### src/verilog/muldiv_pkg.sv
// Shared types, operation codes and constants of the RV64 multiply/divide unit
`default_nettype none

package muldiv_pkg;

    // One operand or result word of the 64-bit datapath
    typedef logic [63:0] xlen_t;

    // Destination register index that travels with a request and comes back with its result
    typedef logic [4:0] tag_t;

    // Bit 3 marks a word (W) operation and bits 2:0 hold funct3
    // Funct3 bit 2 picks the divider, then bit 0 is unsigned and bit 1 is remainder
    typedef logic [3:0] muldiv_op_t;

    // Multiply operations, funct3 000 to 011
    localparam muldiv_op_t OP_MUL    = 4'b0000;
    localparam muldiv_op_t OP_MULH   = 4'b0001;
    localparam muldiv_op_t OP_MULHSU = 4'b0010;
    localparam muldiv_op_t OP_MULHU  = 4'b0011;

    // Divide and remainder operations, funct3 100 to 111
    localparam muldiv_op_t OP_DIV    = 4'b0100;
    localparam muldiv_op_t OP_DIVU   = 4'b0101;
    localparam muldiv_op_t OP_REM    = 4'b0110;
    localparam muldiv_op_t OP_REMU   = 4'b0111;

    // Register stages inside the multiplier, from request to its own result valid
    localparam int MUL_LATENCY = 3;

    // Divider control states
    typedef enum logic [1:0] {
        IDLE,
        CALCULATE,
        OUTPUT
    } div_state_t;

endpackage

`default_nettype wire

### src/verilog/muldiv_resp_collect.sv
// Response merge of the multiplier and divider into one registered output with back-pressure
`timescale 1ns/100ps
`default_nettype none

module muldiv_resp_collect #(
    parameter int TAG_WIDTH = 5
) (
    input  wire                    clk,
    input  wire                    rst,
    // Multiplier result stream
    input  wire                    mul_valid,
    output logic                   mul_ready,
    input  wire muldiv_pkg::xlen_t mul_result,
    input  wire [TAG_WIDTH-1:0]    mul_tag,
    // Divider result stream
    input  wire                    div_valid,
    output logic                   div_ready,
    input  wire muldiv_pkg::xlen_t div_result,
    input  wire [TAG_WIDTH-1:0]    div_tag,
    // Merged response
    output logic                   resp_valid,
    input  wire                    resp_ready,
    output muldiv_pkg::xlen_t      resp_result,
    output logic [TAG_WIDTH-1:0]   resp_tag
);

    logic load_en;

    // The output register takes new data when it is empty or drains this cycle
    assign load_en = !resp_valid || resp_ready;

    // Divider wins a tie, since it blocks its own request port while it waits
    assign div_ready = load_en && div_valid;
    assign mul_ready = load_en && mul_valid && !div_valid;

    always_ff @(posedge clk) begin
        if (rst) begin
            resp_valid <= 1'b0;
        end else if (load_en) begin
            resp_valid <= div_valid || mul_valid;
        end
    end

    // Result and tag stay put while the sink stalls
    always_ff @(posedge clk) begin
        if (div_ready) begin
            resp_result <= div_result;
            resp_tag    <= div_tag;
        end else if (mul_ready) begin
            resp_result <= mul_result;
            resp_tag    <= mul_tag;
        end
    end

endmodule

`default_nettype wire

### config.mk
export PLATFORM = sky130hd
export DESIGN_NAME = muldiv_resp_collect
export DESIGN_NICKNAME = d
export VERILOG_FILES = /design/src/verilog/muldiv_pkg.sv /design/src/verilog/muldiv_resp_collect.sv
export SDC_FILE = /design/constraint.sdc
export NUM_CORES = 1
export LEC_CHECK = 0
export ABC_AREA = 0
export CAP_MARGIN = 20
export CORE_ASPECT_RATIO = 2
export CORE_MARGIN = 2
export CORE_UTILIZATION = 39
export CTS_CLUSTER_SIZE = 12
export DETAILED_ROUTE_END_ITERATION = 8
export DONT_BUFFER_PORTS = 1
export PLACE_DENSITY = 0.52
export REMOVE_ABC_BUFFERS = 1
export SLEW_MARGIN = 20
export SYNTH_ARGS = -nofsm -noshare
export SYNTH_HDL_FRONTEND = slang
export SYNTH_SLANG_ARGS = --single-unit
### constraint.sdc
create_clock -name clk -period 3.5 [get_ports clk]
set_input_delay 0.175 -clock clk [delete_from_list [all_inputs] [get_ports clk]]
set_output_delay 0.175 -clock clk [all_outputs]
set_load 0.01 [all_outputs]
== After elaboration in Yosys (flattened, before gate mapping) ==
Index checks and enable logic that the tools add are counted.
Widths: inputs -> output; s select.
Word-level totals
  word-level logic and storage cells: 15
  output and inout port bits: 72
  bits in registers: 70
  bits of input ports: 143
Operators by class
  reductions and logical operators: 8
  multiplexer cells: 4
Operators with widths (number)
  $mux 64: 2
  $mux 5: 2
  $logic_and 1x1->1: 3
  $logic_not 1->1: 2
  $logic_or 1x1->1: 2
  $reduce_bool 2->1: 1

== Logic depth before layout (Yosys ltp) ==
Gate-level depths: netlist (run 1).
  word-level depth: 6
  gate-level depth with buffers: 5
  gate-level depth less buffers: 3

== Worst setup path before layout (run 1) ==
No wires, ideal clock.
  path kind: flip-flop to flip-flop
  start: register resp_valid
  end: register resp_result[0], enable pin
  buffers on the path: 0
  data required time: 3.001 ns
  slack: -0.345 ns
  library setup time: 0.499 ns
  period minus slack after synthesis: 3.845 ns
  arrival time: 3.347 ns
  cell stages (with the launch flop): 3
  cell sequence: dfxtp_1 nor2b_4 nor2_1
Between the ends
  longest elaborated chain between the ends: 5
  elaborated cells between the ends (all ways): 6
Ends and longest elaborated chain
  from (decl): RTL line muldiv_resp_collect.sv:21  | output logic resp_valid,
  from (signal assigned): RTL line muldiv_resp_collect.sv:40  | resp_valid <= div_valid || mul_valid;
  $logic_not 1->1 *: RTL line muldiv_resp_collect.sv:30  | assign load_en = !resp_valid || resp_ready;
  $logic_or 1x1->1 *: RTL line muldiv_resp_collect.sv:30
  $logic_and 1x1->1 (2 in series): RTL line muldiv_resp_collect.sv:34  | assign mul_ready = load_en && mul_valid && !div_valid;
  $reduce_bool 2->1 (no line) *
  to (signal assigned): RTL line muldiv_resp_collect.sv:47  | resp_result <= div_result;
  to (signal assigned): RTL line muldiv_resp_collect.sv:50  | resp_result <= mul_result;
  to (decl): RTL line muldiv_resp_collect.sv:23  | output muldiv_pkg::xlen_t resp_result,
Mark *: on every way between the ends. The rest lies on a longest branch, timed or not.
A chain may end at the register's enable or synchronous reset.

== Final worst setup path (run 1) ==
  start: register resp_valid
  end: output port div_ready
Between the ends
  longest elaborated chain between the ends: 3
Ends and longest elaborated chain
  $logic_not 1->1: RTL line muldiv_resp_collect.sv:30
  $logic_or 1x1->1: RTL line muldiv_resp_collect.sv:30
  $logic_and 1x1->1: RTL line muldiv_resp_collect.sv:33  | assign div_ready = load_en && div_valid;
  to (decl): RTL line muldiv_resp_collect.sv:17  | output logic div_ready,
Every way passes these cells.

==> metrics.log, run 1 <==
[metrics] largest delay contributor family on the critical path: simple AND/OR/NAND/NOR gates
[metrics] total inserted antenna cells: 0
[metrics] multiplexer fraction of the synthesized cell area: 30.99%
[metrics] commonest cells in the netlist: edfxtp_1 (69), mux2_4 (69), buf_12 (8)
[metrics] area fraction of the dominant cell type after synthesis: 61.98%
[metrics] complex-gate fraction of the synthesized area: 0%
[metrics] fraction of power spent switching nets: 21.59%
[metrics] flip-flop cell with the highest count after synthesis: edfxtp_1
[metrics] CTS tree: yes
[metrics] total DRC errors in the routed layout: 0
[metrics] data arrival time of the worst path: 2.05 ns
[metrics] result of the run: complete, no violations
[metrics] worst setup path category: flip-flop to output pin
[metrics] initial DRC count: 74
[metrics] number of endpoints with negative hold slack in the final report: 0
[metrics] Placement Rows: 47
[metrics] multi-input gate area in the final layout: 1095 µm²
[metrics] Peak Freq: 449.2 MHz
[metrics] global routing usage summed across all routing layers: 12.73%
[metrics] setup_tns: 0 ns
[metrics] flops & latches, synth: 70
[metrics] number of global-route vias before repair: 1494
[metrics] fraction of the mapped netlist area in simple logic gates: 1.534%
[metrics] number of buffers created by CTS: 9
[metrics] area growth from synthesis to final layout: 8.234%
[metrics] GR Overflow Total: 0
[metrics] number of flops mapped to enable cells by yosys: 69
[metrics] transition time of the tightest slew-check pin: 0.8302 ns
[metrics] cell at the root of the clock tree: clkbuf_16
[metrics] VDD IR max: 0.2742 mV
[metrics] Startpoint Class: flip-flop
[metrics] YS warnings: 0
[metrics] number of antenna violations at the first check in global routing: 0
[metrics] Clk pin slew, worst setup/hold paths: 0.05 ns
[metrics] antenna viol nets, final: 0
[metrics] number of buffers added for setup after CTS: 0
[metrics] synthesized netlist cell count: 155
[metrics] standard cell with the maximum stage delay on the critical path: nand2b_4
[metrics] pin count of the biggest net entering global routing: 44
[metrics] fraction of layout instances using a drive strength above 1: 50.91%
[metrics] share of power burned in the clock network: 36.8%
[metrics] count of unique library cells instantiated by Yosys: 10
[metrics] fraction of synthesized cell area in xor and xnor cells: 0%
[metrics] crit path cell chain: nor2b_4 > nand2b_4 > buf_12 > inv_1
[metrics] Die Span X: 69.47 µm
[metrics] netlist area before placement: 3343 µm²
[metrics] last weighted congestion value of the routability-driven placer: 0.6865
[metrics] Gate power share: 9.5%
[metrics] clock tree sinks: 70
[metrics] leakage power: 1.459 nW
[metrics] type of the worst min-delay path: input port to flip-flop
[metrics] Crit path largest cell delay: 0.60 ns
[metrics] largest cells by area after synthesis: edfxtp_1 (62%), mux2_4 (31%), buf_12 (4.8%)
[metrics] initial cell density of the core: 40.32%
[metrics] Filler Cell Count: 706
[metrics] via density per instance: 5.395
[metrics] WP buf/inv: 2
[metrics] normalized max-slew margin: 44.52%
[metrics] per-cell routed wire length: 23.94 µm
[metrics] share of synthesized registers carrying an async set or reset: 0%
[metrics] main combinational cell family by area after synthesis: multiplexers
[metrics] global-route wire length before repair: 8.680 mm
[metrics] total wirelength of the detailed-routed design: 6.295 mm
[metrics] Final setup viols: 0
[metrics] Seq pwr share: 53.7%
[metrics] power per unit of standard cell area: 568.0 nW/µm²
[metrics] Worst Slack Setup Final: 1.274 ns
[metrics] Worst EP required: 3.32 ns
[metrics] setup repair after global routing missed its margin: false
[metrics] Buffers on Ports: 0
[metrics] proportion of synthesized chip area in sequential cells: 62.57%
[metrics] Switching Power: 443.8 µW
[metrics] Max Fanout on Critical Path: 38
[metrics] Clock Tree Buf Depth: 2
[metrics] footprint of the flip-flops and latches: 2092 µm²
[metrics] I/O pin count: 215
[metrics] Layout Nets: 305
[metrics] clock period minus final worst setup slack: 2.226 ns
[metrics] Final Slew Violations: 0
[metrics] internal power: 1.611 mW
[metrics] cell area reported after detailed placement: 3353 µm²
[metrics] vias after detailed routing: 1419
[metrics] core area: 8292 µm²
[metrics] arithmetic-cell share of the synthesized area counting full adders, half adders and majority gates: 0%
[metrics] total die area: 9374 µm²
[metrics] post-layout power: 2.055 mW
[metrics] post-synth top area cell: edfxtp_1
[metrics] setup slack after placement: 1.315 ns
[metrics] ratio of final minimum period to clock period: 63.60%
[metrics] number of optimization iterations in the first detailed-route pass: 4
[metrics] Setup crit end kind: output pin
[metrics] worst-skew pair later-pin latency: 0.32 ns
[metrics] Design Area, Final: 3618 µm²
[metrics] Die Height: 134.9 µm
[metrics] H-tree depth reported by CTS: 3
[metrics] Synth Area per Inst: 21.57 µm²
[metrics] Maximum Capacitance Violations: 0
[metrics] Final Skew: 0.005500 ns
worst paths after layout:
kind / startpoint / end / slack [ns] / cells after the start
hold / removal: mul_result[3] / resp_result[3] / 0.07 / 1
setup reg to reg: resp_valid / resp_tag[0] / 1.31 / 4
hold reg to reg: resp_valid / resp_result[5] / 1.01 / 2
setup / recovery: resp_valid / div_ready / 1.27 / 4
cells by family after synthesis:
family	count (synthesis)
buf+inv	9
flops	70
mux	69
simple gates	7
placed cells by master, fill, tap and decap left out, types with 2 or more instances in the layout:
master         count
mux2_4            69
buf_12             2
nor2_1             2
clkinv_1           3
clkbuf_16          9
edfxtp_1          69
dlygate4sd3_1      2
final cells by class:
class	instances	area share, %
Clock inverter	4	0.4495
Clock buffer	10	6.328
Sequential cell	70	57.81
Inverter	1	0.1037
Timing Repair Buffer	4	1.660
Multi-Input combinational cell	76	30.26
Tap cell	98	3.389
power by group through the flow:
stage / Clock, mW / Combinational, mW / Sequential, mW
floorplan: 0 / 0.168 / 1.11
global placement: 0 / 0.188 / 1.12
detailed placement: 0 / 0.196 / 1.12
CTS: 0.780 / 0.198 / 1.11
global route: 0.822 / 0.208 / 1.11
finish: 0.757 / 0.195 / 1.10
registers in the layout, indices dropped and copies added, names as in the netlist:
name         flops
resp_tag         5
resp_valid       1
resp_result     64
repair_timing:
action / 4_1_cts / 5_1_grt
endpoints found under the hold margin: 1 / 0
gates resized for setup: 0 / 0
hold buffers: 2 / 0
stage by stage:
| step | std cells | util [%] | hold WS [ns] |
|---|---|---|---|
| floorplan | 147 | - | 0.2474 |
| global placement | 247 | 40.44 | 0.2492 |
| detailed placement | 247 | 40.44 | 0.2556 |
| CTS | 263 | 43.64 | 0.05123 |
| global route | 263 | 43.64 | 0.04748 |
| finish | 263 | 43.64 | 0.06616 |
metal layers:
layer  up-vias  track usage (%)  wire, µm
met5         -                0         0
li1        613                -         -
met2       116            23.24      3723
met3        16            5.373       595
met4         0            9.041       199
met1       674            10.70      1776
Note: power is estimated with default switching activity, not from simulation.
==> run 2: changes to the inputs <==
ABC_AREA = 1   (was 0)
PLACE_DENSITY = 0.5   (was 0.52)
clock period = 2.1 ns   (was 3.5 ns; I/O delays follow)
==> run 2 against run 1 <==
  * The flow now stops in 4_1_cts
  * Synthesized cell count increased by 99%
  * Synthesized area decreased by 5.4%
==> metrics.log, run 2 <==
[metrics] result of the run: did not finish
[metrics] detailed placer's ending HPWL: 5.399 mm
[metrics] largest cells by area after synthesis: edfxtp_1 (66%), nand2_1 (17%), nand3_1 (11%)
[metrics] Buffers on Ports: 0
[metrics] stage at which the flow ended: 4_1_cts
[metrics] Synth Area per Inst: 10.27 µm²
[metrics] share of synthesized registers carrying an async set or reset: 0%
[metrics] count of unique library cells instantiated by Yosys: 12
[metrics] initial cell density of the core: 40.10%
[metrics] post-synth top area cell: edfxtp_1
[metrics] arithmetic-cell share of the synthesized area counting full adders, half adders and majority gates: 0%
[metrics] flops & latches, synth: 70
[metrics] clock tree sinks: 70
[metrics] Die Span X: 67.67 µm
[metrics] netlist area before placement: 3162 µm²
[metrics] cell at the root of the clock tree: clkbuf_16
[metrics] number of buffers created by CTS: 9
[metrics] H-tree depth reported by CTS: 3
[metrics] count leader, synth: nand2_1
[metrics] number of flops mapped to enable cells by yosys: 69
[metrics] number of resized instances in the post-cts repair step: 0
[metrics] area fraction of the dominant cell type after synthesis: 65.53%
[metrics] Clock Tree Buf Depth: 2
[metrics] Placement Rows: 46
[metrics] Die Height: 131.3 µm
[metrics] synthesized netlist cell count: 308
[metrics] commonest cells in the netlist: nand2_1 (140), edfxtp_1 (69), nand3_1 (69)
[metrics] fraction of synthesized cell area in xor and xnor cells: 0%
[metrics] hold_buf cts: 101
[metrics] main combinational cell family by area after synthesis: simple AND/OR/NAND/NOR gates
[metrics] number of buffers added for setup after CTS: 0
[metrics] proportion of synthesized chip area in sequential cells: 66.17%
[metrics] last weighted congestion value of the routability-driven placer: 0.7681
[metrics] I/O pin count: 215
[metrics] YS warnings: 0
[metrics] multiplexer fraction of the synthesized cell area: 0%
[metrics] complex-gate fraction of the synthesized area: 0.1583%
[metrics] flip-flop cell with the highest count after synthesis: edfxtp_1
[metrics] error text reported by the tool: [ERROR RSZ-0060] Max buffer count reached.
[metrics] fraction of the mapped netlist area in simple logic gates: 28.49%
-- run 2: kinds of logic after synthesis --
family,count (synthesis)
buf+inv,24
flops,70
simple gates,213
compound gates,1
-- run 2: stage by stage --
stage	area, µm²	setup slack [ns]	hold slack [ns]	cells
floorplan	3005	-1.142	0.1741	286
global placement	3208	0.6145	0.1745	387
detailed placement	3208	0.6055	0.1791	387
==> run 3: changes to the inputs <==
CORE_ASPECT_RATIO = not set   (was 2)
CORE_UTILIZATION = 24   (was 39)
CTS_CLUSTER_SIZE = not set   (was 12)
PLACE_DENSITY = not set   (was 0.5)
PLACE_DENSITY_LB_ADDON = 0.15   (was not set)
==> run 3 against run 2 <==
  * The run again fails in 4_1_cts
  * Synthesized cell count unchanged
  * Synthesized area did not move
==> metrics.log, run 3 <==
[metrics] number of buffers added for setup after CTS: 0
[metrics] error text reported by the tool: [ERROR RSZ-0060] Max buffer count reached.
[metrics] Clock Tree Buf Depth: 2
[metrics] YS warnings: 0
[metrics] I/O pin count: 215
[metrics] stage at which the flow ended: 4_1_cts
[metrics] netlist area before placement: 3162 µm²
[metrics] number of resized instances in the post-cts repair step: 0
[metrics] number of buffers created by CTS: 9
[metrics] setup slack after placement: 0.6215 ns
[metrics] count of unique library cells instantiated by Yosys: 12
[metrics] share of synthesized registers carrying an async set or reset: 0%
[metrics] proportion of synthesized chip area in sequential cells: 66.17%
[metrics] hold_buf cts: 102
[metrics] Die Height: 118.8 µm
[metrics] last weighted congestion value of the routability-driven placer: 0.7137
[metrics] Die Span X: 118.8 µm
[metrics] count leader, synth: nand2_1
[metrics] H-tree depth reported by CTS: 3
[metrics] synthesized netlist cell count: 308
[metrics] cell at the root of the clock tree: clkbuf_16
[metrics] flops & latches, synth: 70
[metrics] result of the run: did not finish
[metrics] commonest cells in the netlist: nand2_1 (140), edfxtp_1 (69), nand3_1 (69)
[metrics] Placement Rows: 41
[metrics] flip-flop cell with the highest count after synthesis: edfxtp_1
[metrics] post-synth top area cell: edfxtp_1
[metrics] Buffers on Ports: 0
[metrics] Synth Area per Inst: 10.27 µm²
[metrics] clock tree sinks: 70
[metrics] number of flops mapped to enable cells by yosys: 69
[metrics] placed cells: 463
[metrics] largest cells by area after synthesis: edfxtp_1 (66%), nand2_1 (17%), nand3_1 (11%)
[metrics] initial cell density of the core: 24.85%
[metrics] area fraction of the dominant cell type after synthesis: 65.53%
==> run 3: cell counts after synthesis <==
No cell type changed its count.
==> run 3: metrics by stage <==
step | cell area (µm²) | hold slack, ns
3_5_place_dp | 3278 | 0.1795
3_3_place_gp | 3278 | 0.1761
2_1_floorplan | 3005 | 0.1741
==> run 3: logic make-up after synthesis <==
| group | count (synthesis) | share of synthesized area [%] |
|---|---|---|
| compound gates | 1 | 0.1581 |
| flops | 70 | 66.17 |
| simple gates | 213 | 28.49 |
| buf+inv | 24 | 5.184 |
