<file path="src/verilog/muldiv_pkg.sv">
// Shared types, operation codes and constants of the RV64 multiply/divide unit
`default_nettype none

package muldiv_pkg;

    // One operand or result word of the 64-bit datapath
    typedef logic [63:0] xlen_t;

    // Destination register index that travels with a request and comes back with its result
    typedef logic [4:0] tag_t;

    // Bit 3 marks a word (W) operation and bits 2:0 hold funct3
    // Funct3 bit 2 picks the divider, then bit 0 is unsigned and bit 1 is remainder
    typedef logic [3:0] muldiv_op_t;

    // Multiply operations, funct3 000 to 011
    localparam muldiv_op_t OP_MUL    = 4'b0000;
    localparam muldiv_op_t OP_MULH   = 4'b0001;
    localparam muldiv_op_t OP_MULHSU = 4'b0010;
    localparam muldiv_op_t OP_MULHU  = 4'b0011;

    // Divide and remainder operations, funct3 100 to 111
    localparam muldiv_op_t OP_DIV    = 4'b0100;
    localparam muldiv_op_t OP_DIVU   = 4'b0101;
    localparam muldiv_op_t OP_REM    = 4'b0110;
    localparam muldiv_op_t OP_REMU   = 4'b0111;

    // Register stages inside the multiplier, from request to its own result valid
    localparam int MUL_LATENCY = 3;

    // Divider control states
    typedef enum logic [1:0] {
        IDLE,
        CALCULATE,
        OUTPUT
    } div_state_t;

endpackage

`default_nettype wire

</file>
<file path="src/verilog/div_unit.sv">
// Iterative restoring divider for the RV64 divide and remainder operations
`timescale 1ns/100ps
`default_nettype none

module div_unit #(
    parameter int TAG_WIDTH = 5
) (
    input  wire                         clk,
    input  wire                         rst,
    input  wire                         req_valid,
    output logic                        req_ready,
    input  wire muldiv_pkg::muldiv_op_t req_op,
    input  wire [TAG_WIDTH-1:0]         req_tag,
    input  wire muldiv_pkg::xlen_t      operand1,
    input  wire muldiv_pkg::xlen_t      operand2,
    output logic                        resp_valid,
    input  wire                         resp_ready,
    output muldiv_pkg::xlen_t           resp_result,
    output logic [TAG_WIDTH-1:0]        resp_tag
);

    import muldiv_pkg::*;

    // Decoded request fields
    logic                 op_unsigned;
    logic                 op_rem;
    logic                 op_word;

    // Signs and magnitudes for both operand widths
    logic                 a_sign_64;
    logic                 b_sign_64;
    logic                 a_sign_32;
    logic                 b_sign_32;
    xlen_t                a_mag_64;
    xlen_t                b_mag_64;
    xlen_t                a_ext;
    xlen_t                b_ext;
    xlen_t                a_mag_32;
    xlen_t                b_mag_32;

    // Selected inputs to the loop
    logic                 a_sign;
    logic                 b_sign;
    xlen_t                a_mag;
    xlen_t                b_mag;
    xlen_t                a_rev;
    logic                 fast_path;

    // Iteration state
    div_state_t           state;
    logic [5:0]           loop_cnt;
    xlen_t                dividend_bits;
    xlen_t                divisor;
    xlen_t                quo;
    xlen_t                rem;
    xlen_t                rem_shift;
    logic                 quo_neg;
    logic                 rem_neg;
    logic                 word_reg;
    logic                 rem_reg;
    logic [TAG_WIDTH-1:0] tag_reg;
    xlen_t                result_64;

    assign op_unsigned = req_op[0];
    assign op_rem      = req_op[1];
    assign op_word     = req_op[3];

    assign a_sign_64 = op_unsigned ? 1'b0 : operand1[63];
    assign b_sign_64 = op_unsigned ? 1'b0 : operand2[63];
    assign a_sign_32 = op_unsigned ? 1'b0 : operand1[31];
    assign b_sign_32 = op_unsigned ? 1'b0 : operand2[31];

    assign a_mag_64 = a_sign_64 ? -operand1 : operand1;
    assign b_mag_64 = b_sign_64 ? -operand2 : operand2;

    // Word operations look only at the low halves, extended by their own sign
    assign a_ext    = {{32{a_sign_32}}, operand1[31:0]};
    assign b_ext    = {{32{b_sign_32}}, operand2[31:0]};
    assign a_mag_32 = a_sign_32 ? -a_ext : a_ext;
    assign b_mag_32 = b_sign_32 ? -b_ext : b_ext;

    assign a_sign = op_word ? a_sign_32 : a_sign_64;
    assign b_sign = op_word ? b_sign_32 : b_sign_64;
    assign a_mag  = op_word ? a_mag_32 : a_mag_64;
    assign b_mag  = op_word ? b_mag_32 : b_mag_64;

    // Half the iterations are enough when both magnitudes fit in 32 bits
    // A zero 64-bit divisor stays on the long loop so its quotient fills all 64 bits
    assign fast_path = op_word ||
                       ((a_mag_64[63:32] == 32'b0) && (b_mag_64[63:32] == 32'b0) &&
                        (b_mag_64 != '0));

    // The dividend is fed into the loop LSB first, so reverse it once up front
    always_comb begin
        a_rev = '0;
        if (fast_path) begin
            for (int i = 0; i < 32; i++) begin
                a_rev[i] = a_mag[31-i];
            end
        end else begin
            for (int i = 0; i < 64; i++) begin
                a_rev[i] = a_mag[63-i];
            end
        end
    end

    assign req_ready = (state == IDLE);
    assign rem_shift = {rem[62:0], dividend_bits[0]};

    always_ff @(posedge clk) begin
        if (rst) begin
            state <= IDLE;
        end else begin
            case (state)
                IDLE: begin
                    if (req_valid) begin
                        state <= CALCULATE;
                    end
                end
                CALCULATE: begin
                    if (loop_cnt == 6'd0) begin
                        state <= OUTPUT;
                    end
                end
                OUTPUT: begin
                    // Hold the result until the collector takes it
                    if (resp_ready) begin
                        state <= IDLE;
                    end
                end
                default: begin
                    state <= IDLE;
                end
            endcase
        end
    end

    always_ff @(posedge clk) begin
        if (req_ready && req_valid) begin
            loop_cnt      <= fast_path ? 6'd31 : 6'd63;
            quo           <= '0;
            rem           <= '0;
            dividend_bits <= a_rev;
            divisor       <= b_mag;
            // No sign fix on a zero divisor, which leaves an all-ones quotient
            quo_neg       <= (a_sign ^ b_sign) && (b_mag != '0);
            rem_neg       <= a_sign;
            word_reg      <= op_word;
            rem_reg       <= op_rem;
            tag_reg       <= req_tag;
        end else if (state == CALCULATE) begin
            dividend_bits <= {1'b0, dividend_bits[63:1]};
            loop_cnt      <= loop_cnt - 6'd1;
            if (rem_shift >= divisor) begin
                rem <= rem_shift - divisor;
                quo <= {quo[62:0], 1'b1};
            end else begin
                rem <= rem_shift;
                quo <= {quo[62:0], 1'b0};
            end
        end
    end

    // Signed overflow needs no special case, negating 2^63 wraps back to itself
    assign result_64 = rem_reg ? (rem_neg ? -rem : rem) : (quo_neg ? -quo : quo);

    assign resp_valid  = (state == OUTPUT);
    assign resp_result = word_reg ? {{32{result_64[31]}}, result_64[31:0]} : result_64;
    assign resp_tag    = tag_reg;

endmodule

`default_nettype wire

</file>
<file path="config.mk">
export PLATFORM = sky130hd
export DESIGN_NAME = div_unit
export DESIGN_NICKNAME = d
export VERILOG_FILES = /design/src/verilog/muldiv_pkg.sv /design/src/verilog/div_unit.sv
export SDC_FILE = /design/constraint.sdc
export NUM_CORES = 1
export LEC_CHECK = 0
export BUFFER_PORTS_ARGS = -buffer_cell sky130_fd_sc_hd__buf_2
export CAP_MARGIN = 20
export CORE_MARGIN = 2
export CORE_UTILIZATION = 35
export DETAILED_ROUTE_END_ITERATION = 16
export PLACE_DENSITY = 0.52
export SYNTH_ARGS = -nofsm -noshare
export SYNTH_HDL_FRONTEND = slang
export SYNTH_SLANG_ARGS = --single-unit
</file>
<file path="constraint.sdc">
create_clock -name clk -period 12.25 [get_ports clk]
set_input_delay 2.45 -clock clk [delete_from_list [all_inputs] [get_ports clk]]
set_output_delay 2.45 -clock clk [all_outputs]
set_load 0.005 [all_outputs]
</file>
* Yosys cells after proc, flatten, opt, wreduce, memory -nomap -nowiden
Index checks and enable logic that the tools add are counted.
Cells by class: eq/ne operators 5, add/subtract/negate cells 8, bitwise logic cells 1, reductions and logical operators 13, multiplexer cells 29, magnitude comparators 1
Operators by type and width (count):
- $mux 64 | 13
- $neg 64->64 | 6
- $reduce_bool 64->1 | 2
- $ge 64x64->1 | 1
- $logic_not 32->1 | 2
- $mux 32 | 2
- $sub 64x64->64 | 1
- $mux 6 | 3
- $mux 1 | 7
- $logic_not 6->1 | 1
- $mux 2 | 3
- $pmux 2 s3 | 1
- $sub 6x1->6 const B | 1
- $logic_and 1x1->1 | 4
- $ne 2x2->1 const B | 2
- $reduce_and 3->1 | 1
- $eq 2x1->1 const B | 1
- $eq 2x2->1 const B | 1
- $logic_not 2->1 | 1
- $ne 2x1->1 const B | 1
- $reduce_bool 2->1 | 1
- $logic_or 1x1->1 | 1
- $xor 1x1->1 | 1
Word-level totals: logic and storage cells 68, bits in registers 273

* Depth between registers and ports, before layout
Gate-level depths: netlist of run 1.
depth in word-level cells 8, mapped depth 15, mapped depth without buffers 13

* Worst setup path before layout of run 1
Ideal clock, no wire load.
path kind input to register, from in operand2[26], to reg dividend_bits[33] (data pin), path slack 6.304 ns, data arrival time 5.690 ns, path buffers 3, cell stages on the path 13, library setup time 0.256 ns, required time 11.994 ns, cell sequence buf_2 > or4_4 > or4_4 > nor4_1 > a21oi_1 > mux2i_1 > nor4_2 > nand3_1 > a211oi_4 > a21oi_2 > buf_6 > buf_6 > a22o_1
Between the ends: longest elaborated chain between the ends 8, elaborated cells on any way between the ends 9, classes of those cells 1 x add/sub; 3 x mux; 5 x reduce/logical
Ends and longest elaborated chain:
- start: declaration | RTL line div_unit.sv:15 | input wire muldiv_pkg::xlen_t operand2,
- $neg 64->64 | RTL line div_unit.sv:74 | assign b_mag_64 = b_sign_64 ? -operand2 : operand2;
- $mux 64 (*) | RTL line div_unit.sv:74
- $logic_not 32->1 | RTL line div_unit.sv:90 | ((a_mag_64[63:32] == 32'b0) && (b_mag_64[63:32] == 32'b0) &&
- $logic_and 1x1->1 | RTL line div_unit.sv:90
- $logic_and 1x1->1 (*) | RTL line div_unit.sv:90
- $logic_or 1x1->1 (*) | RTL line div_unit.sv:89 | assign fast_path = op_word ||
- $mux 32 (*) | RTL line div_unit.sv:96 | if (fast_path) begin
- $mux 64 (*) | RTL line div_unit.sv:139 | if (req_ready && req_valid) begin
- end signal: assignment | RTL line div_unit.sv:143 | dividend_bits <= a_rev;
- end signal: assignment | RTL line div_unit.sv:152 | dividend_bits <= {1'b0, dividend_bits[63:1]};
- end: declaration | RTL line div_unit.sv:52 | xlen_t dividend_bits;
Every way passes the cells marked *; elsewhere a longest branch is shown, timed or not. A chain may end at the register's enable or synchronous reset.

* Final worst setup path of run 1
from reg quo[2], to out resp_result[49]
Between the ends: longest elaborated chain between the ends 4
Ends and longest elaborated chain:
- start: declaration | RTL line div_unit.sv:54 | xlen_t quo;
- start signal: assignment | RTL line div_unit.sv:156 | quo <= {quo[62:0], 1'b1};
- start signal: assignment | RTL line div_unit.sv:159 | quo <= {quo[62:0], 1'b0};
- $neg 64->64 | RTL line div_unit.sv:165 | assign result_64 = rem_reg ? (rem_neg ? -rem : rem) : (quo_neg ? -quo : quo);
- $mux 64 (2 in series) | RTL line div_unit.sv:165
- $mux 64 | RTL line div_unit.sv:168 | assign resp_result = word_reg ? {{32{result_64[31]}}, result_64[31:0]} : result_64;
- end: declaration | RTL line div_unit.sv:18 | output muldiv_pkg::xlen_t resp_result,
Every way passes these cells.

==> results of run 1 <==
[layout by cell type (no fill, tap or decap), types with 71 or more instances in the layout]
master and instances:
sky130_fd_sc_hd__nand2_1 386, sky130_fd_sc_hd__o21ai_0 244, sky130_fd_sc_hd__nor2_1 229, sky130_fd_sc_hd__buf_2 210, sky130_fd_sc_hd__a21oi_1 184, sky130_fd_sc_hd__xor2_1 162, sky130_fd_sc_hd__edfxtp_1 143, sky130_fd_sc_hd__xnor2_1 135
sky130_fd_sc_hd__dfxtp_1 130, sky130_fd_sc_hd__inv_1 114, sky130_fd_sc_hd__ha_1 71
[Yosys cell counts, types with 31 or more instances]
cell type,n
sky130_fd_sc_hd__nand2_1,387
sky130_fd_sc_hd__o21ai_0,244
sky130_fd_sc_hd__nor2_1,232
sky130_fd_sc_hd__a21oi_1,185
sky130_fd_sc_hd__xor2_1,162
sky130_fd_sc_hd__clkbuf_1,161
sky130_fd_sc_hd__edfxtp_1,143
sky130_fd_sc_hd__xnor2_1,135
sky130_fd_sc_hd__dfxtp_1,130
sky130_fd_sc_hd__inv_1,115
sky130_fd_sc_hd__ha_1,71
sky130_fd_sc_hd__nor3_1,70
sky130_fd_sc_hd__o31ai_1,62
sky130_fd_sc_hd__nand3_1,55
sky130_fd_sc_hd__nand4_1,54
sky130_fd_sc_hd__nor4_1,53
sky130_fd_sc_hd__nand2b_1,41
sky130_fd_sc_hd__a22o_1,36
sky130_fd_sc_hd__a31oi_1,36
sky130_fd_sc_hd__or3_1,36
sky130_fd_sc_hd__a21o_1,35
sky130_fd_sc_hd__or4_1,31
[worst max-delay path by stage]
| stage | depth (start not counted) | from | slack, ns | end |
|---|---|---|---|---|
| 3_3_place_gp | 13 | operand1[2] | 4.97 | dividend_bits[23] |
| 3_5_place_dp | 11 | operand2[6] | 4.85 | dividend_bits[23] |
| 4_1_cts | 10 | rem[9] | 5.07 | resp_result[57] |
| 2_1_floorplan | 13 | operand2[26] | 6.30 | dividend_bits[33] |
| 6_report | 10 | quo[2] | 5.08 | resp_result[49] |
| 5_1_grt | 10 | quo[2] | 4.77 | resp_result[49] |
[power groups by stage]
stage               combinational, mW  clock (mW)  sequential, mW
finish                           2.00        1.03            1.31
global route                     2.21        1.10            1.32
CTS                              1.99        1.06            1.30
detailed placement               1.98           0            1.32
global placement                 1.96           0            1.31
floorplan                        1.42           0            1.25
[layout make-up]
type	count	share of cell area, %
inverter	117	1.72
clock buffer	48	3.92
tap	855	4.16
multi-input combinational	2328	58.0
antenna	2	0.0195
sequential	273	26.8
clock inverter	16	0.487
timing repair buffer	237	4.90
[routing by layer]
metal	vias to the layer above	share of wire [%]
met3	120	6.0
met2	717	43
met5	-	0
met1	10556	49
li1	10826	-
met4	0	2.5
[logic make-up (layout without fill, tap and decap cells)]
| kind of cell | after synthesis | after routing | synth area share [%] |
|---|---|---|---|
| XOR/XNOR | 297 | 297 | 11.3 |
| flip-flops | 273 | 273 | 30.0 |
| multiplexers | 24 | 24 | 1.06 |
| adder cells (fa/ha/maj) | 72 | 72 | 3.95 |
| other | 0 | 2 | 0 |
| AO/OA/AOI/OAI | 832 | 832 | 24.4 |
| buffers and inverters | 310 | 418 | 5.39 |
| AND/OR/NAND/NOR | 1103 | 1103 | 23.9 |
[tightest hold or removal path, cell delays in order (launching register included)]
cell and delay, ns:
sky130_fd_sc_hd__dfxtp_1 0.32, sky130_fd_sc_hd__nand2_1 0.05, sky130_fd_sc_hd__o21ai_0 0.06
==> flow_summary_export.csv, run 1 <==
group,metric,value,unit
finish,layout.core_utilization,39.7,%
synthesis,synthDominantCellAreaShare,18.7,%
floorplanning,die_h,260,um
synthesis,synth.cell_area,23000,um^2
critical_path,worstRegToRegCells,15,
synthesis,syn_avg_cell_area,7.90,um^2
critical_path,start_kind,"flop",
critical_path,crit_path_cell_chain,"or4_4 -> nor4b_2 -> nand4bb_1 -> or3_4 -> o41ai_1 -> xor2_1 -> o21ai_0 -> nand2_1 -> o221ai_1 -> buf_2",
pwr,finalPower,4.34,mW
clock_network,clock_latency,0.57,ns
grt,globalRouteMet3Util,2.89,%
critical_path,critPathTopFamily,"simple AND/OR/NAND/NOR gates",
grt,wire_length_of_the_first_global_routing_pass,123,mm
placed_design,post_dp_cell_area,24600,um^2
route,drc,0,
grt,grt_pass1_vias,20677,
synthesis,yosys.cell_types.count,91,
pwr,clock_power_share,23.8,%
sta,worst_hold_slack,0.473,ns
floorplanning,chipWidth,260,um
finish,finish.instance_area,25700,um^2
critical_path,top_fanout_value_on_the_critical_path,28,
critical_path,arrival_time_at_the_worst_endpoint,4.72,ns
clock_network,clk_root_buffer_cell,"sky130_fd_sc_hd__clkbuf_16",
pwr,total_switching_power,1.84,mW
sta,layout_min_cycle_time,7.17,ns
worst_hold_path,hold_class,"flop to flop",
finish,drive_gt1_share,12.8,%
critical_path,setup.worst_path.end_class,"primary output",
critical_path,timing.rr.start,"dividend_bits[0]",
placed_design,pre_cts_ws,4.85,ns
pwr,power.density_cell_area,169,nW/um^2
clock_network,cts.sinks,273,
sta,max_freq,139,MHz
sta,fin_skew,0.0318,ns
clock_network,path_clk_slew,0.06,ns
worst_hold_path,whs_path_depth,2,
clock_network,clock_tree_from_tritoncts,"yes",
clock_network,post_cts_resized,0,
clock_network,cts_made_buffers,35,
critical_path,reg2reg_setup_slack,7.49,ns
pwr,switching_share,42.4,%
placed_design,post-place-cells,3809,
clock_network,cts_hold_buf,0,
floorplanning,dieArea,67700,um^2
sta,worst_path_setup_slack_after_routing,5.08,ns
sta,unrepaired_setup_endpoints_after_global_routing,"no",
route,drt-pass1-iter-count,5,
grt,grt_antenna_before_repair,2,
synthesis,mappedNetlistNets,3124,
grt,grt_use_met1,34.3,%
grt,grt.total_usage,22.9,%
worst_hold_path,hold-path-endpoint,"quo[63]",
synthesis,yosysSeqAreaShare,30.0,%
clock_network,cts_max_path_buffers,3,
grt,grt-busiest-layer,"met1",
route,wl_per_cell,20.5,um
critical_path,crit-reg2reg-capture,"rem[53]",
placed_design,detailed_placement_hpwl,60.1,mm
sta,final_hold_viols,0,
route,num_vias,22219,
finish,design.final.nets,3205,
placed_design,port_buffers,210,
pwr,ir_drop_worst_vdd,0.0827,mV
sta,setup_viol,0,
finish,n_fill_cell,6765,
clock_network,cts_setup_buffers,0,
finish,largest_reg_flops,65,
synthesis,synth_edf_count,143,
finish,area_growth,11.8,%
route,detail_route.vias_per_cell,5.73,
route,route.antenna.remaining_nets,0,
flow_run,max-cap-violations,0,
synthesis,synth_top_cells_by_area,"sky130_fd_sc_hd__edfxtp_1, sky130_fd_sc_hd__dfxtp_1, sky130_fd_sc_hd__nand2_1, sky130_fd_sc_hd__xor2_1, sky130_fd_sc_hd__o21ai_0",
sta,number_of_pins_exceeding_their_max_slew_limit_in_the_final_report,0,
pwr,power_frac_comb,46.1,%
critical_path,cp_slowest_cell,"sky130_fd_sc_hd__nand2_1",
grt,grtUsageMet2,34.2,%
finish,multi_input_area,14900,um^2
placed_design,place.gp.congestion,0.946,
finish,final_cell_count_no_fill,3876,
critical_path,critical_path_class,"flop to primary output",
floorplanning,start_util,35.5,%
route,initialDrtViolationCount,1964,
sta,max-slew-margin-rel,25.7,%
critical_path,worst_path_largest_cell_delay,0.77,ns
pwr,internal_power,2.50,mW
critical_path,worst-path-buf-inv,1,
critical_path,timing.critical_path.required,9.80,ns
floorplanning,core-area,64700,um^2
synthesis,yosys_warnings,0,
grt,overflow,0,
pwr,power.sequential.fraction,30.1,%
finish,regArea,6900,um^2
grt,grt_start_max_net_pins,108,
synthesis,synth.ff_latch_count,273,
clock_network,clock_tree.htree_level_count,2,
synthesis,leading_area_contributor_after_synthesis,"sky130_fd_sc_hd__edfxtp_1",
worst_hold_path,timing.hold.worst.start,"quo[63]",
synthesis,async_reset_ff_share,0,%
sta,finalCritPeriodShare,58.5,%
floorplanning,ios,212,
synthesis,synth-main-ff-cell,"sky130_fd_sc_hd__edfxtp_1",
route,finalWirelength,79.6,mm
pwr,static-leakage-power,9.77,nW
run_status,status,"completed",
sta,worst-slew-pin-transition,1.11,ns
sta,timing.setup.tns,0,ns
floorplanning,floorplan.rows,93,
synthesis,postSynthCellCount,2911,
Note: power is estimated with default switching activity, not from simulation.
==> run 2, diff against run 1 <==
ABC_AREA = 1   (was not set)
PLACE_DENSITY = 0.51   (was 0.52)
clock period = 7.2 ns   (was 12.25 ns; I/O delays follow)
==> run 2 against run 1 <==
Effect of this change:
- clock power up 72%
- core utilization down 0.14 points
- combinational power down 15%
- sequential cell count unchanged
- synthesized cell count up 43%
- critical endpoint is now resp_result[56]
- largest power group is now registers
==> flow_summary_export.csv, run 2 <==
group,metric,value,unit
run_status,status,"completed",
synthesis,top_cell_types_by_occurrence_after_synthesis,"sky130_fd_sc_hd__nand2_1, sky130_fd_sc_hd__nor2_1, sky130_fd_sc_hd__inv_1, sky130_fd_sc_hd__o21ai_0, sky130_fd_sc_hd__a21oi_1",
sta,final_hold_viols,0,
route,num_vias,27015,
clock_network,cts_made_buffers,36,
pwr,power_frac_comb,31.9,%
pwr,internal_power,3.34,mW
sta,layout_min_cycle_time,5.35,ns
synthesis,postSynthCellCount,4165,
critical_path,worstRegToRegCells,17,
finish,area_growth,12.3,%
sta,worst-slew-pin-transition,0.975,ns
grt,grt.total_usage,24.3,%
synthesis,synth_top_cells_by_area,"sky130_fd_sc_hd__nand2_1, sky130_fd_sc_hd__edfxtp_1, sky130_fd_sc_hd__dfxtp_1, sky130_fd_sc_hd__nor2_1, sky130_fd_sc_hd__inv_1",
sta,number_of_pins_exceeding_their_max_slew_limit_in_the_final_report,0,
floorplanning,die_h,272,um
pwr,static-leakage-power,13.1,nW
pwr,clock_power_share,33.2,%
pwr,switching_share,37.3,%
flow_run,max-cap-violations,0,
synthesis,synth.cell_area,25100,um^2
worst_hold_path,whs_path_depth,2,
synthesis,synthDominantCellAreaShare,18.7,%
clock_network,clk_root_buffer_cell,"sky130_fd_sc_hd__clkbuf_16",
floorplanning,start_util,35.3,%
worst_hold_path,hold_class,"flop to flop",
route,finalWirelength,92.6,mm
sta,timing.setup.tns,0,ns
route,wl_per_cell,17.5,um
placed_design,post_dp_cell_area,27000,um^2
finish,design.final.nets,4521,
sta,setup_viol,0,
grt,overflow,0,
critical_path,start_kind,"flop",
critical_path,crit-reg2reg-capture,"rem[61]",
synthesis,synth.ff_latch_count,273,
clock_network,cts_hold_buf,0,
worst_hold_path,hold-path-endpoint,"quo[63]",
critical_path,reg2reg_setup_slack,3.41,ns
placed_design,port_buffers,210,
sta,max-slew-margin-rel,34.9,%
pwr,ir_drop_worst_vdd,0.134,mV
sta,worst_path_setup_slack_after_routing,1.85,ns
floorplanning,dieArea,73900,um^2
floorplanning,ios,212,
route,drc,0,
grt,grt_antenna_before_repair,2,
critical_path,timing.rr.start,"dividend_bits[0]",
sta,fin_skew,0.0461,ns
clock_network,cts_max_path_buffers,3,
clock_network,clock_latency,0.57,ns
synthesis,mappedNetlistNets,4378,
route,initialDrtViolationCount,2381,
synthesis,yosysSeqAreaShare,27.5,%
grt,grt_start_max_net_pins,88,
finish,finish.instance_area,28200,um^2
critical_path,timing.critical_path.required,5.76,ns
synthesis,synth_edf_count,143,
sta,finalCritPeriodShare,74.3,%
floorplanning,core-area,71200,um^2
finish,layout.cells.most_common,"sky130_fd_sc_hd__nand2_1",
route,drt-pass1-iter-count,5,
synthesis,leading_area_contributor_after_synthesis,"sky130_fd_sc_hd__nand2_1",
grt,wire_length_of_the_first_global_routing_pass,143,mm
clock_network,cts_setup_buffers,0,
finish,commonest_non_fill_non_tap_cells_in_the_layout,"sky130_fd_sc_hd__nand2_1, sky130_fd_sc_hd__nor2_1, sky130_fd_sc_hd__inv_1, sky130_fd_sc_hd__o21ai_0, sky130_fd_sc_hd__a21oi_1",
grt,grt_pass1_vias,24591,
clock_network,path_clk_slew,0.06,ns
critical_path,critical_path_class,"flop to primary output",
worst_hold_path,timing.hold.worst.start,"quo[63]",
sta,unrepaired_setup_endpoints_after_global_routing,"no",
placed_design,place.gp.congestion,0.958,
placed_design,pre_cts_ws,2.08,ns
synthesis,syn_avg_cell_area,6.03,um^2
sta,worst_hold_slack,0.505,ns
clock_network,clock_tree_from_tritoncts,"yes",
route,route.antenna.remaining_nets,0,
critical_path,top_fanout_value_on_the_critical_path,6,
synthesis,yosys.cell_types.count,56,
critical_path,setup.worst_path.end_class,"primary output",
synthesis,async_reset_ff_share,0,%
critical_path,arrival_time_at_the_worst_endpoint,3.91,ns
clock_network,clock_tree.htree_level_count,2,
synthesis,top_count_cell_post_synth,"sky130_fd_sc_hd__nand2_1",
floorplanning,chipWidth,272,um
pwr,power.sequential.fraction,34.9,%
pwr,finalPower,5.32,mW
clock_network,cts.sinks,273,
pwr,power.density_cell_area,189,nW/um^2
synthesis,synth-main-ff-cell,"sky130_fd_sc_hd__edfxtp_1",
route,detail_route.vias_per_cell,5.11,
synthesis,yosys_warnings,0,
placed_design,detailed_placement_hpwl,73.7,mm
finish,drive_gt1_share,8.12,%
sta,max_freq,187,MHz
finish,largest_reg_flops,65,
pwr,total_switching_power,1.98,mW
floorplanning,floorplan.rows,98,
clock_network,post_cts_resized,0,
## run 2: cell count changes after synthesis, moves of 74 or more
cell / delta
sky130_fd_sc_hd__xnor2_1: -88
sky130_fd_sc_hd__inv_1: +411
sky130_fd_sc_hd__xor2_1: -103
sky130_fd_sc_hd__clkbuf_1: -78
sky130_fd_sc_hd__nor2_1: +377
sky130_fd_sc_hd__nand2_1: +865
sky130_fd_sc_hd__nand3_1: +132
sky130_fd_sc_hd__o22ai_1: +74
## run 2: worst max-delay path by stage
stage | start | end | slack (ns) | cells after the start
final | quo[0] | resp_result[56] | 1.85 | 16
after global placement | req_op[0] | dividend_bits[5] | 2.09 | 16
after CTS | rem[0] | resp_result[40] | 1.63 | 15
after detailed placement | req_op[0] | dividend_bits[8] | 2.08 | 16
after floorplan | req_valid | dividend_bits[0] | 2.47 | 6
after global routing | quo[0] | resp_result[56] | 1.56 | 16
## run 2: cells by family after synthesis
| kind of cell | count (synthesis) | share of synthesized area, % |
|---|---|---|
| xor+xnor | 106 | 3.70 |
| compound gates | 754 | 17.1 |
| flops | 273 | 27.5 |
| fa+ha+maj | 72 | 3.62 |
| buf+inv | 665 | 10.2 |
| simple gates | 2295 | 37.9 |
## run 2: routing by layer
metal | up-vias | global-route usage (%) | wire (um)
met4 | 0 | 5.08 | 1630
met2 | 728 | 36.5 | 38900
li1 | 13973 | - | -
met1 | 12213 | 37.7 | 47600
met5 | - | 0 | 0
met3 | 101 | 2.05 | 4510
## run 2: worst max-delay path: stages, from the launching register on
cell and delay (ns):
sky130_fd_sc_hd__dfxtp_1 0.31, sky130_fd_sc_hd__inv_1 0.17, sky130_fd_sc_hd__ha_1 0.17, sky130_fd_sc_hd__inv_1 0.06
sky130_fd_sc_hd__nor3_1 0.32, sky130_fd_sc_hd__nand3_1 0.29, sky130_fd_sc_hd__nor2_1 0.31, sky130_fd_sc_hd__nand3b_1 0.17
sky130_fd_sc_hd__nor2_1 0.38, sky130_fd_sc_hd__nand2_1 0.13, sky130_fd_sc_hd__nand2_1 0.14, sky130_fd_sc_hd__o21ai_0 0.13
sky130_fd_sc_hd__o21ai_0 0.25, sky130_fd_sc_hd__o21ai_0 0.24, sky130_fd_sc_hd__nand2_1 0.11, sky130_fd_sc_hd__nand2_1 0.06
sky130_fd_sc_hd__buf_2 0.12
## run 2: layout make-up
cell class	count	area [um^2]
Antenna cell	2	5.00
Clock buffer	43	968
Clock inverter	22	168
Fill cell	7939	43000
Inverter	536	2020
Multi-Input combinational cell	3227	15700
Sequential cell	273	6900
Tap cell	950	1190
Timing Repair Buffer	234	1280
## run 2: through the flow
step,utilization [%],instances
2_1_floorplan,-,4165
3_3_place_gp,37.9,5218
3_5_place_dp,37.9,5218
4_1_cts,39.5,5283
5_1_grt,39.6,5287
6_report,39.6,5287
## run 2: power groups by stage
stage	registers [mW]	clock network, mW	logic (mW)
3_5_place_dp	1.89	0	1.68
6_report	1.85	1.77	1.70
2_1_floorplan	1.88	0	1.08
5_1_grt	1.87	1.86	1.91
4_1_cts	1.85	1.81	1.69
3_3_place_gp	1.88	0	1.68
